File: src/core_isa_pkg.sv
`default_nettype none

package core_isa_pkg;

    // Opcode and PC share one width
    localparam int OPCODE_W = 12;

    // Entry points into the microcode ROM
    localparam int UCODE_ADDR_W = 7;

    localparam int IMMED_W = 8;                     // Low byte of every opcode
    localparam int PAGE_W  = OPCODE_W - IMMED_W;    // 256-word pages

    // Width of a tick count, enough for the longest instruction
    localparam int TICK_W = 4;

    // Instruction length class; the encoding is not the tick count
    typedef enum logic [1:0] {
        CYCLE5  = 2'd0,
        CYCLE7  = 2'd1,
        CYCLE12 = 2'd2
    } instr_length;

    // Enable ticks spent by each length class
    localparam logic [TICK_W-1:0] TICKS_CYCLE5  = 4'd5;
    localparam logic [TICK_W-1:0] TICKS_CYCLE7  = 4'd7;
    localparam logic [TICK_W-1:0] TICKS_CYCLE12 = 4'd12;

endpackage

`default_nettype wire
File: src/core_ctrl_pkg.sv
`default_nettype none

package core_ctrl_pkg;

    import core_isa_pkg::*;

    // Decoder output, held until the next decode strobe
    typedef struct packed {
        logic [UCODE_ADDR_W-1:0] ucode_addr;        // Microcode start address
        instr_length             cycle_length;
        logic                    skip_pc_increment; // PC loads page and immed
        logic                    disable_interrupt; // PSET blocks interrupts
        logic [IMMED_W-1:0]      immed;
    } decode_result_t;

    // Reported with the issue strobe
    typedef struct packed {
        logic [OPCODE_W-1:0] pc;                     // Address of the instruction
        decode_result_t      dec;
    } issue_info_t;

    // Sequencer FSM
    typedef enum logic {
        SEQ_DECODE = 1'b0,                           // Waiting for the decode tick
        SEQ_EXEC   = 1'b1                            // Spending the instruction's ticks
    } seq_state_t;

endpackage

`default_nettype wire

File: src/decode_core.sv
`timescale 1ns/1ps
`default_nettype none

module decode_core import core_isa_pkg::*, core_ctrl_pkg::*; #(
    parameter logic [OPCODE_W-1:0] RESET_PC = 12'h100
) (
    input  logic                clk,
    input  logic                rst,
    input  logic                clk_2x_en,
    input  logic [OPCODE_W-1:0] rom_data,
    output logic [OPCODE_W-1:0] rom_addr,        // Current PC
    output logic                issue,
    output issue_info_t         issue_info,
    output logic                retire,
    output logic                int_disable
);

    logic           decode_en;
    decode_result_t dec;

    program_counter #(
        .RESET_PC (RESET_PC)
    ) u_pc (
        .clk    (clk),
        .rst    (rst),
        .retire (retire),
        .dec    (dec),
        .pc     (rom_addr)
    );

    decode u_decode (
        .clk       (clk),
        .rst       (rst),
        .decode_en (decode_en),
        .opcode    (rom_data),                   // Asynchronous ROM read of rom_addr
        .dec       (dec)
    );

    cycle_sequencer u_seq (
        .clk         (clk),
        .rst         (rst),
        .clk_2x_en   (clk_2x_en),
        .dec         (dec),
        .pc          (rom_addr),
        .decode_en   (decode_en),
        .issue       (issue),
        .issue_info  (issue_info),
        .retire      (retire),
        .int_disable (int_disable)
    );

endmodule

`default_nettype wire

File: src/cycle_sequencer.sv
`timescale 1ns/1ps
`default_nettype none

module cycle_sequencer import core_isa_pkg::*, core_ctrl_pkg::*; (
    input  logic                clk,
    input  logic                rst,
    input  logic                clk_2x_en,
    input  decode_result_t      dec,
    input  logic [OPCODE_W-1:0] pc,
    output logic                decode_en,
    output logic                issue,
    output issue_info_t         issue_info,
    output logic                retire,
    output logic                int_disable
);

    seq_state_t          state;
    logic [TICK_W-1:0]   ticks_left;                 // Zero until loaded on tick 2
    logic [TICK_W-1:0]   len_ticks;                  // Total ticks of the decoded instruction
    logic [OPCODE_W-1:0] pc_q;                       // PC of the instruction in flight

    always_comb begin
        case (dec.cycle_length)
            CYCLE7:  len_ticks = TICKS_CYCLE7;
            CYCLE12: len_ticks = TICKS_CYCLE12;
            default: len_ticks = TICKS_CYCLE5;
        endcase
    end

    assign decode_en   = clk_2x_en && (state == SEQ_DECODE);
    assign retire      = clk_2x_en && (state == SEQ_EXEC) && (ticks_left == 4'd1);
    assign int_disable = retire && dec.disable_interrupt;
    assign issue_info  = '{pc: pc_q, dec: dec};      // dec is valid from the issue cycle on

    always_ff @(posedge clk) begin
        if (rst) begin
            state      <= SEQ_DECODE;
            ticks_left <= '0;
            issue      <= 1'b0;
        end else begin
            issue <= decode_en;                      // One cycle after the decode tick
            if (clk_2x_en) begin
                case (state)
                    SEQ_DECODE: begin
                        state      <= SEQ_EXEC;
                        ticks_left <= '0;
                    end
                    SEQ_EXEC: begin
                        if (ticks_left == '0) begin
                            // Decode tick and this one are spent
                            ticks_left <= len_ticks - 4'd2;
                        end else if (retire) begin
                            state      <= SEQ_DECODE;
                            ticks_left <= '0;
                        end else begin
                            ticks_left <= ticks_left - 1'b1;
                        end
                    end
                    default: state <= SEQ_DECODE;
                endcase
            end
        end
    end

    always_ff @(posedge clk) begin
        if (decode_en) begin
            pc_q <= pc;
        end
    end

endmodule

`default_nettype wire

File: src/program_counter.sv
`timescale 1ns/1ps
`default_nettype none

module program_counter import core_isa_pkg::*, core_ctrl_pkg::*; #(
    parameter logic [OPCODE_W-1:0] RESET_PC = 12'h100
) (
    input  logic                clk,
    input  logic                rst,
    input  logic                retire,
    input  decode_result_t      dec,
    output logic [OPCODE_W-1:0] pc
);

    logic [OPCODE_W-1:0] pc_next;

    // Jumps stay in the current page; stepping wraps at the top of memory
    always_comb begin
        if (dec.skip_pc_increment) begin
            pc_next = {pc[OPCODE_W-1 -: PAGE_W], dec.immed};   // Page bits with target
        end else begin
            pc_next = pc + 1'b1;
        end
    end

    always_ff @(posedge clk) begin
        if (rst) begin
            pc <= RESET_PC;
        end else if (retire) begin
            pc <= pc_next;                           // Only moves when an instruction ends
        end
    end

endmodule

`default_nettype wire

File: src/decode.sv
`timescale 1ns/1ps
`default_nettype none

module decode import core_isa_pkg::*, core_ctrl_pkg::*; (
    input  logic                clk,
    input  logic                rst,
    input  logic                decode_en,
    input  logic [OPCODE_W-1:0] opcode,
    output decode_result_t      dec
);

    // Microcode entry of one opcode
    typedef struct packed {
        logic [UCODE_ADDR_W-1:0] addr;
        instr_length             len;
    } uop_t;

    uop_t uop;
    logic skip;                                      // Skip flag of the opcode
    logic no_int;                                    // Interrupt disable of the opcode

    always_comb begin
        uop    = '{7'd0, CYCLE5};                    // Undefined encodings end up here
        skip   = 1'b0;
        no_int = 1'b0;
        casez (opcode)
            12'h0??: uop = '{7'd0, CYCLE5};          // JP s
            12'h1??: begin                           // RETD e
                uop  = '{7'd1, CYCLE12};
                skip = 1'b1;
            end
            12'h2??: uop = '{7'd2, CYCLE5};          // JP C, s
            12'h3??: uop = '{7'd3, CYCLE5};          // JP NC, s
            12'h4??: begin                           // CALL s
                uop  = '{7'd4, CYCLE7};
                skip = 1'b1;
            end
            12'h5??: begin                           // CALZ s
                uop  = '{7'd5, CYCLE7};
                skip = 1'b1;
            end
            12'h6??: uop = '{7'd6, CYCLE5};          // JP Z, s
            12'h7??: uop = '{7'd7, CYCLE5};          // JP NZ, s
            12'h8??: uop = '{7'd8, CYCLE5};          // LD Y, e
            12'h9??: uop = '{7'd9, CYCLE5};          // LBPX MX, e
            12'hA0?: uop = '{7'd10, CYCLE7};         // ADC XH, i
            12'hA1?: uop = '{7'd11, CYCLE7};         // ADC XL, i
            12'hA2?: uop = '{7'd12, CYCLE7};         // ADC YH, i
            12'hA3?: uop = '{7'd13, CYCLE7};         // ADC YL, i
            12'hA4?: uop = '{7'd14, CYCLE7};         // CP XH, i
            12'hA5?: uop = '{7'd15, CYCLE7};         // CP XL, i
            12'hA6?: uop = '{7'd16, CYCLE7};         // CP YH, i
            12'hA7?: uop = '{7'd17, CYCLE7};         // CP YL, i
            12'hA8?: uop = '{7'd18, CYCLE7};         // ADD r, q
            12'hA9?: uop = '{7'd19, CYCLE7};         // ADC r, q
            12'hAA?: uop = '{7'd20, CYCLE7};         // SUB r, q
            12'hAB?: uop = '{7'd21, CYCLE7};         // SBC r, q
            12'hAC?: uop = '{7'd22, CYCLE7};         // AND r, q
            12'hAD?: uop = '{7'd23, CYCLE7};         // OR r, q
            12'hAE?: uop = '{7'd24, CYCLE7};         // XOR r, q
            12'hAF?: uop = '{7'd25, CYCLE7};         // RLC r
            12'hB??: uop = '{7'd26, CYCLE5};         // LD X, e
            12'hC??: begin
                case (opcode[7:6])
                    2'b00:   uop = '{7'd27, CYCLE7}; // ADD r, i
                    2'b01:   uop = '{7'd28, CYCLE7}; // ADC r, i
                    2'b10:   uop = '{7'd29, CYCLE7}; // AND r, i
                    default: uop = '{7'd30, CYCLE7}; // OR r, i
                endcase
            end
            12'hD??: begin
                case (opcode[7:6])
                    2'b00:   uop = '{7'd31, CYCLE7}; // XOR r, i
                    2'b01:   uop = '{7'd32, CYCLE7}; // SBC r, i
                    2'b10:   uop = '{7'd33, CYCLE7}; // FAN r, i
                    default: uop = '{7'd34, CYCLE7}; // CP r, i
                endcase
            end
            12'hE??: begin
                casez (opcode[7:0])
                    8'b00??_????: uop = '{7'd35, CYCLE5};   // LD r, i
                    8'b010?_????: begin                     // PSET p
                        uop    = '{7'd36, CYCLE5};
                        no_int = 1'b1;
                    end
                    8'b0110_????: uop = '{7'd37, CYCLE5};   // LDPX MX, i
                    8'b0111_????: uop = '{7'd38, CYCLE5};   // LDPY MY, i
                    8'b1000_00??: uop = '{7'd39, CYCLE5};   // LD XP, r
                    8'b1000_01??: uop = '{7'd40, CYCLE5};   // LD XH, r
                    8'b1000_10??: uop = '{7'd41, CYCLE5};   // LD XL, r
                    8'b1000_11??: uop = '{7'd42, CYCLE5};   // RRC r
                    8'b1001_00??: uop = '{7'd43, CYCLE5};   // LD YP, r
                    8'b1001_01??: uop = '{7'd44, CYCLE5};   // LD YH, r
                    8'b1001_10??: uop = '{7'd45, CYCLE5};   // LD YL, r
                    8'b1010_00??: uop = '{7'd46, CYCLE5};   // LD r, XP
                    8'b1010_01??: uop = '{7'd47, CYCLE5};   // LD r, XH
                    8'b1010_10??: uop = '{7'd48, CYCLE5};   // LD r, XL
                    8'b1011_00??: uop = '{7'd49, CYCLE5};   // LD r, YP
                    8'b1011_01??: uop = '{7'd50, CYCLE5};   // LD r, YH
                    8'b1011_10??: uop = '{7'd51, CYCLE5};   // LD r, YL
                    8'b1100_????: uop = '{7'd52, CYCLE5};   // LD r, q
                    8'b1110_????: uop = '{7'd53, CYCLE5};   // LDPX r, q
                    8'b1111_????: uop = '{7'd54, CYCLE5};   // LDPY r, q
                    default: ;                              // x9C..x9F, xAC.., xBC.., D0..DF
                endcase
            end
            12'hF0?: uop = '{7'd55, CYCLE7};         // CP r, q
            12'hF1?: uop = '{7'd56, CYCLE7};         // FAN r, q
            12'hF2?: begin
                case (opcode[3:2])
                    2'b10:   uop = '{7'd57, CYCLE7}; // ACPX MX, r
                    2'b11:   uop = '{7'd58, CYCLE7}; // ACPY MY, r
                    default: ;
                endcase
            end
            12'hF3?: begin
                case (opcode[3:2])
                    2'b10:   uop = '{7'd59, CYCLE7}; // SCPX MX, r
                    2'b11:   uop = '{7'd60, CYCLE7}; // SCPY MY, r
                    default: ;
                endcase
            end
            12'hF4?: uop = '{7'd61, CYCLE7};         // SET F, i
            12'hF5?: uop = '{7'd62, CYCLE7};         // RST F, i
            12'hF6?: uop = '{7'd63, CYCLE7};         // INC Mn
            12'hF7?: uop = '{7'd64, CYCLE7};         // DEC Mn
            12'hF8?: uop = '{7'd65, CYCLE5};         // LD Mn, A
            12'hF9?: uop = '{7'd66, CYCLE5};         // LD Mn, B
            12'hFA?: uop = '{7'd67, CYCLE5};         // LD A, Mn
            12'hFB?: uop = '{7'd68, CYCLE5};         // LD B, Mn
            12'hFC?: begin
                casez (opcode[3:0])
                    4'b00??: uop = '{7'd69, CYCLE5}; // PUSH r
                    4'b0100: uop = '{7'd70, CYCLE5}; // PUSH XP
                    4'b0101: uop = '{7'd71, CYCLE5}; // PUSH XH
                    4'b0110: uop = '{7'd72, CYCLE5}; // PUSH XL
                    4'b0111: uop = '{7'd73, CYCLE5}; // PUSH YP
                    4'b1000: uop = '{7'd74, CYCLE5}; // PUSH YH
                    4'b1001: uop = '{7'd75, CYCLE5}; // PUSH YL
                    4'b1010: uop = '{7'd76, CYCLE5}; // PUSH F
                    4'b1011: uop = '{7'd77, CYCLE5}; // DEC SP
                    default: ;
                endcase
            end
            12'hFD?: begin
                casez (opcode[3:0])
                    4'b00??: uop = '{7'd78, CYCLE5}; // POP r
                    4'b0100: uop = '{7'd79, CYCLE5}; // POP XP
                    4'b0101: uop = '{7'd80, CYCLE5}; // POP XH
                    4'b0110: uop = '{7'd81, CYCLE5}; // POP XL
                    4'b0111: uop = '{7'd82, CYCLE5}; // POP YP
                    4'b1000: uop = '{7'd83, CYCLE5}; // POP YH
                    4'b1001: uop = '{7'd84, CYCLE5}; // POP YL
                    4'b1010: uop = '{7'd85, CYCLE5}; // POP F
                    4'b1011: uop = '{7'd86, CYCLE5}; // INC SP
                    4'b1110: uop = '{7'd87, CYCLE12};    // RETS
                    4'b1111: begin                       // RET
                        uop  = '{7'd88, CYCLE7};
                        skip = 1'b1;
                    end
                    default: ;
                endcase
            end
            12'hFE?: begin
                casez (opcode[3:0])
                    4'b00??: uop = '{7'd89, CYCLE5}; // LD SPH, r
                    4'b01??: uop = '{7'd90, CYCLE5}; // LD r, SPH
                    4'b1000: begin                   // JPBA
                        uop  = '{7'd91, CYCLE5};
                        skip = 1'b1;
                    end
                    default: ;
                endcase
            end
            12'hFF?: begin
                casez (opcode[3:0])
                    4'b00??: uop = '{7'd92, CYCLE5}; // LD SPL, r
                    4'b01??: uop = '{7'd93, CYCLE5}; // LD r, SPL
                    4'b1000: uop = '{7'd94, CYCLE5}; // HALT
                    4'b1001: uop = '{7'd95, CYCLE5}; // SLP
                    4'b1011: uop = '{7'd96, CYCLE5}; // NOP5
                    4'b1111: uop = '{7'd97, CYCLE7}; // NOP7
                    default: ;
                endcase
            end
            default: ;
        endcase
    end

    // Reset also decodes, so dec settles on the word at the reset PC
    always_ff @(posedge clk) begin
        if (decode_en || rst) begin
            dec.ucode_addr        <= uop.addr;
            dec.cycle_length      <= uop.len;
            dec.skip_pc_increment <= skip;
            dec.disable_interrupt <= no_int;
            dec.immed             <= opcode[IMMED_W-1:0];
        end
    end

endmodule

`default_nettype wire

File: config.mk
export PLATFORM = sky130hd
export DESIGN_NAME = decode_core
export DESIGN_NICKNAME = d
export VERILOG_FILES = /design/src/core_isa_pkg.sv /design/src/core_ctrl_pkg.sv /design/src/decode_core.sv /design/src/cycle_sequencer.sv /design/src/program_counter.sv /design/src/decode.sv
export SDC_FILE = /design/constraint.sdc
export NUM_CORES = 1
export LEC_CHECK = 0
export ABC_AREA = 1
export BUFFER_PORTS_ARGS = -buffer_cell sky130_fd_sc_hd__buf_2
export CAP_MARGIN = 15
export CORE_ASPECT_RATIO = 0.6
export CORE_MARGIN = 2
export CORE_UTILIZATION = 33
export DETAILED_ROUTE_END_ITERATION = 16
export GPL_ROUTABILITY_DRIVEN = 0
export SYNTH_ARGS = -nofsm -noshare
export SYNTH_HDL_FRONTEND = slang
export SYNTH_SLANG_ARGS = --single-unit
File: constraint.sdc
create_clock -name clk -period 2.1 [get_ports clk]
set_input_delay 0.315 -clock clk [delete_from_list [all_inputs] [get_ports clk]]
set_output_delay 0.315 -clock clk [all_outputs]
set_load 0.01 [all_outputs]
==> results of run 1 <==
==> final cells by class <==
| class | instances | area [um2] |
|---|---|---|
| repair buffers | 65 | 337.8 |
| flip-flops and latches | 49 | 1291 |
| inverters | 60 | 231.5 |
| clock buffers | 5 | 125.1 |
| clock inverters | 3 | 21.27 |
| fillers | 1034 | 5936 |
| well taps | 135 | 168.9 |
| multi-input cells | 351 | 1768 |
==> registers in the layout (all words and copies together), names as in the netlist <==
register	cells
u_seq.pc_q	12
u_seq.state	1
u_decode.dec	19
u_seq.issue	1
u_pc.pc	12
u_seq.ticks_left	4
==> how the worst max path moves through the flow <==
stage                     slack [ps]  depth (start not counted)                 from          endpoint
after floorplan                  370                          3                  rst   u_decode.dec[0]
after global placement           120                         11          rom_data[6]  u_decode.dec[14]
after detailed placement         160                         11          rom_data[6]  u_decode.dec[14]
after CTS                        240                          5  u_seq.ticks_left[1]            retire
after global routing             100                          5  u_seq.ticks_left[1]            retire
final                            240                          5  u_seq.ticks_left[1]            retire
==> layout by cell type, fill, tap and decap left out <==
cell type and instances:
nand2_1 115, nor2_1 65, buf_2 60, inv_1 48
nand3_1 37, edfxtp_1 31, o21ai_0 29, a21oi_1 29
dfxtp_1 18, nand4_1 14, inv_2 10, nor3_1 9
ha_1 9, nor2_4 7, nand2_2 5, clkbuf_16 5
buf_4 5, nor2_2 4, o21ai_2 3, o211ai_1 3
o21ai_1 3, nand3_2 2, nand3b_1 2, clkinv_2 2
a31oi_1 2, or2_2 2, nand2_4 1, clkinv_4 1
nand2_8 1, nor3_2 1, nor3b_1 1, o31ai_1 1
o2111ai_1 1, nand3_4 1, o21bai_1 1, xnor2_1 1
o22ai_1 1, a211oi_1 1, inv_6 1, clkinvlp_4 1
==> metrics by stage <==
| step | power [W] | hold WS (ps) | setup WS (ps) |
|---|---|---|---|
| floorplan | 0.001371 | 413.9 | 365.4 |
| global route | 0.002410 | 267.5 | 102.2 |
| global placement | 0.001515 | 457.4 | 121.5 |
| detailed placement | 0.001513 | 465.5 | 161.2 |
| finish | 0.002305 | 256.4 | 235.6 |
| CTS | 0.002320 | 249.0 | 241.3 |
==> critical path: stages (launching register included) <==
cell and delay (ps):
dfxtp_1 310, inv_1 100, ha_1 230, nand2_1 80, nor2_2 320, buf_2 210
==> cell families (layout without fill, tap and decap cells) <==
logic type / Yosys count / after routing
AOI/OAI and AO/OA: 74 / 74
xor gates and xnor gates: 1 / 1
adders and majority gates: 9 / 9
buffers and inverters: 71 / 133
DFF: 49 / 49
and+or+nand+nor: 267 / 267
==> routing by layer <==
metal / GRT usage / vias up / wire, um
met5: 0 / - / 0
met4: 0.02737 / 0 / 56
met3: 0.05556 / 7 / 1403
met2: 0.2311 / 245 / 3586
met1: 0.3004 / 1580 / 5111
li1: - / 1684 / -
==> where the power goes <==
part	leakage (nW)	total, W	internal [W]	switching (W)
Sequential	0.459	0.00111	0.00108	0.0000271
Combinational	1.26	0.000398	0.000122	0.000276
Clock	0.0702	0.000802	0.000444	0.000358
==> flow_summary.ini, run 1 <==
[outcome]
status = finished clean

[timing]
fin_skew_ps = 5.895
clock.fmax_ghz = 0.5364
period_share = 0.8878
finalSetupViolCount = 0
fin_crit_ps = 1864
tightestPinTransition_ps = 1109
rsz0062_at_grt = no
final_hold_viol_count = 0
slew_headroom = 0.2606
fin_tns_setup_ps = 0
finalMaxSlewViolations = 0

[global_routing]
track_usage = 0.1845
grt_pass1_vias = 2993
antenna_found_initial = 0
grt_start_max_net_pins = 20
grt_pass1_wl_um = 15800
grt_overflow_total = 0

[drt]
drt-initial-drc-count = 414
post-route-drc-count = 0
via_count = 3516
avgRoutedWirePerCell_um = 15.21
via_per_inst = 5.263
drtPass1Iterations = 5
drtAntennaViolNets = 0
drt_wl_total_um = 10160

[finish]
area_growth_pct = 17.48
final_design_area_no_fill_mm2 = 0.003944
num-nets-final = 556
n_antenna_cell = 0
fin_cells = 668
drive_gt1_frac = 0.2101
utilization = 0.3992

[floorplanning]
row_count = 28
ios = 61
die_y_um = 82.13
start_util = 0.3398
die_area_mm2 = 0.01102
die_w_um = 134.2
core_area_mm2 = 0.009879

[synth]
synth-adder-area-share = 0.03354
muxShareOfSynthArea = 0
synth_cells = 471
synth_top_cell_by_area = edfxtp_1
synth_top_family_by_area = simple AND/OR/NAND/NOR gates
synth.yosys.seq_area_share = 0.3846
yosys_warnings = 0
synth_top_area_share = 0.2773
synth_xor_area_frac = 0.002609
netlist_top_cells_count = nand2_1 (115), nor2_1 (65), inv_1 (48)
netlist_area_mm2 = 0.003357
synth_ff_type = edfxtp_1
synthArstFlopShare = 0
synth-compound-area-share = 0.1193
synth-simple-area-share = 0.3701
yosysMostFrequentCell = nand2_1
synth-edff-count = 31
synth_nets = 495
synth_seq_cells = 49
ys_types = 40
yosys-top-cells-area = edfxtp_1 (28%), nand2_1 (13%), dfxtp_1 (11%), nor2_1 (7.3%), nand3_1 (5.5%)
avgSynthCellArea_um2 = 7.127

[clock_network]
clkLatencyLatePin_ps = 290
clockRootBuffer = clkbuf_16
ctsResizeCount = 0
htreeDepth = 2
numCtsBuffers = 5
clk_pin_slew_ps = 70
tritoncts = yes
cts_sinks = 49
post_cts_buffers = 0
holdBufCountCts = 0
clockBufferDepth = 2

[worst_hold_path]
hold_path.startpoint = rom_data[0]
hp-class = primary input to flip-flop
holdPathStages = 1
min_to = u_decode.dec[0]

[setup_path]
r2r_slack_ps = 480
worstPathRequired_ps = 1780
cp-start-kind = flip-flop
r2r_end = u_decode.dec[18]
reg2reg_from = u_seq.state
critPathCaptureType = output port
critPathKind = flip-flop to output port
cp_max_fo = 9
r2r_cells = 1
arrival_ps = 1550

[placed_design]
placed_cells = 660
placement.io_buffers = 60
dp_hpwl_um = 8102
place_area_mm2 = 0.003797

[pwr]
vdd_ir_drop_max_mv = 0.3211
powerDensity_mw_per_mm2 = 584.5
p_leak_nw = 1.792

[run]
max_cap_violations = 0
Power figures use the tool's default switching activity.
==> inputs of run 2 (changes only) <==
--- a/config.mk
+++ b/config.mk
@@ -11,6 +11,7 @@
 export CORE_ASPECT_RATIO = 0.6
 export CORE_MARGIN = 2
 export CORE_UTILIZATION = 33
+export CTS_BUF_LIST = sky130_fd_sc_hd__clkbuf_8
 export DETAILED_ROUTE_END_ITERATION = 16
 export GPL_ROUTABILITY_DRIVEN = 0
 export SYNTH_ARGS = -nofsm -noshare
==> run 2 against run 1 <==
Effect of this change:
- largest cell class unchanged
- count of clock-buffer cells in the layout stayed put
- design area is 1.4% lower
- first-iteration DRC count is 8.2% higher
- clock skew is 1.6 ps lower
- cell count stayed put
==> flow_summary.ini, run 2 (synthesis results as in run 1) <==
[worst_hold_path]
min_to = u_decode.dec[0]
holdPathStages = 1
hp-class = primary input to flip-flop
hold_path.startpoint = rom_data[0]

[setup_path]
arrival_ps = 1580
critPathKind = flip-flop to output port
worstPathRequired_ps = 1780
cp-start-kind = flip-flop
r2r_slack_ps = 510
r2r_cells = 1
reg2reg_from = u_seq.state
r2r_end = u_decode.dec[5]
critPathCaptureType = output port
cp_max_fo = 9

[clock_network]
clockRootBuffer = clkbuf_8
clockBufferDepth = 2
numCtsBuffers = 5
post_cts_buffers = 0
ctsResizeCount = 0
holdBufCountCts = 0
tritoncts = yes
clkLatencyLatePin_ps = 310
clk_pin_slew_ps = 90
htreeDepth = 2
cts_sinks = 49

[finish]
register_area_mm2 = 0.001291
utilization = 0.3935
multi_input_area_mm2 = 0.001768
max_flop_register = u_decode.dec
drive_gt1_frac = 0.2101
area_growth_pct = 15.80
num-nets-final = 556
largest_reg_flops = 19
n_antenna_cell = 0
layout_commonest_cell = nand2_1
reg_top3 = u_decode.dec (19), u_pc.pc (12), u_seq.pc_q (12)
mostFrequentLayoutCells = nand2_1 (115), nor2_1 (65), buf_2 (60)
fillers = 1042

[timing]
final_hold_viol_count = 0
fin_crit_ps = 1891
tightestPinTransition_ps = 1066
clock.fmax_ghz = 0.5288
period_share = 0.9004
slew_headroom = 0.2892
rsz0062_at_grt = no
fin_tns_setup_ps = 0
finalMaxSlewViolations = 0
fin_skew_ps = 4.341
finalSetupViolCount = 0

[drt]
via_per_inst = 5.259
drt_wl_total_um = 10200
post-route-drc-count = 0
drtPass1Iterations = 5
wl_met1_um = 5100
avgRoutedWirePerCell_um = 15.27
drtAntennaViolNets = 0
dr_wl_met2_um = 3588
topRoutingLayerUsed = met4
wl_met3_um = 1465
drt-initial-drc-count = 448
via_count = 3513

[floorplanning]
die_area_mm2 = 0.01102
row_count = 28
ios = 61
start_util = 0.3398
core_area_mm2 = 0.009879
die_w_um = 134.2
die_y_um = 82.13

[pwr]
vdd_ir_drop_max_mv = 0.2745
p_leak_nw = 1.766
powerDensity_mw_per_mm2 = 534.3

[global_routing]
grt_pass1_vias = 3000
grt_start_max_net_pins = 20
track_usage = 0.1844
grt_pass1_wl_um = 15810
grt_overflow_total = 0
antenna_found_initial = 0

[placed_design]
placement.io_buffers = 60
dp_hpwl_um = 8102

[outcome]
status = finished clean

[run]
max_cap_violations = 0
run 2: cell counts in the layout (fill, tap and decap cells not counted):
No cell type changed its count.
run 2: power breakdown:
group / internal (W) / total (W) / switching [W]
sequential: 0.00108 / 0.00110 / 0.0000267
combinational: 0.000122 / 0.000399 / 0.000277
clock: 0.000237 / 0.000574 / 0.000337
run 2: layer usage:
| layer | up-vias | global-route usage |
|---|---|---|
| li1 | 1677 | - |
| met1 | 1576 | 0.3006 |
| met2 | 248 | 0.2321 |
| met3 | 12 | 0.05556 |
| met4 | 0 | 0.02421 |
| met5 | - | 0 |
run 2: critical path: stages, from the launching register on:
cell	delay, ps
dfxtp_1	320
inv_1	100
ha_1	230
nand2_1	80
nor2_2	320
buf_2	210
run 2: worst max path at each step:
stage / from / to / slack, ps / cells after the start
final: u_seq.ticks_left[1] / retire / 210 / 5
after global routing: u_seq.ticks_left[1] / retire / 70 / 5
after CTS: u_seq.ticks_left[1] / retire / 210 / 5
after detailed placement: rom_data[6] / u_decode.dec[14] / 160 / 11
after global placement: rom_data[6] / u_decode.dec[14] / 120 / 11
after floorplan: rst / u_decode.dec[0] / 370 / 3
run 2: final cells by class:
type / count / share of cell area
Clock buffer: 5 / 0.01770
Clock inverter: 3 / 0.005472
Timing Repair Buffer: 65 / 0.08690
Sequential cell: 49 / 0.3322
Multi-Input combinational cell: 351 / 0.4548
Inverter: 60 / 0.05954
Tap cell: 135 / 0.04345
run 2: stage by stage:
step,setup WS [ps],cells,hold slack [ps],cell area [um2],total power [W]
after floorplan,365.4,471,413.9,3357,0.001371
after global placement,121.5,660,457.4,3797,0.001515
after detailed placement,161.2,660,465.5,3797,0.001513
after CTS,213.9,668,225.3,3887,0.002087
after global routing,70.68,668,241.4,3887,0.002175
final,209.1,668,235.0,3887,0.002077
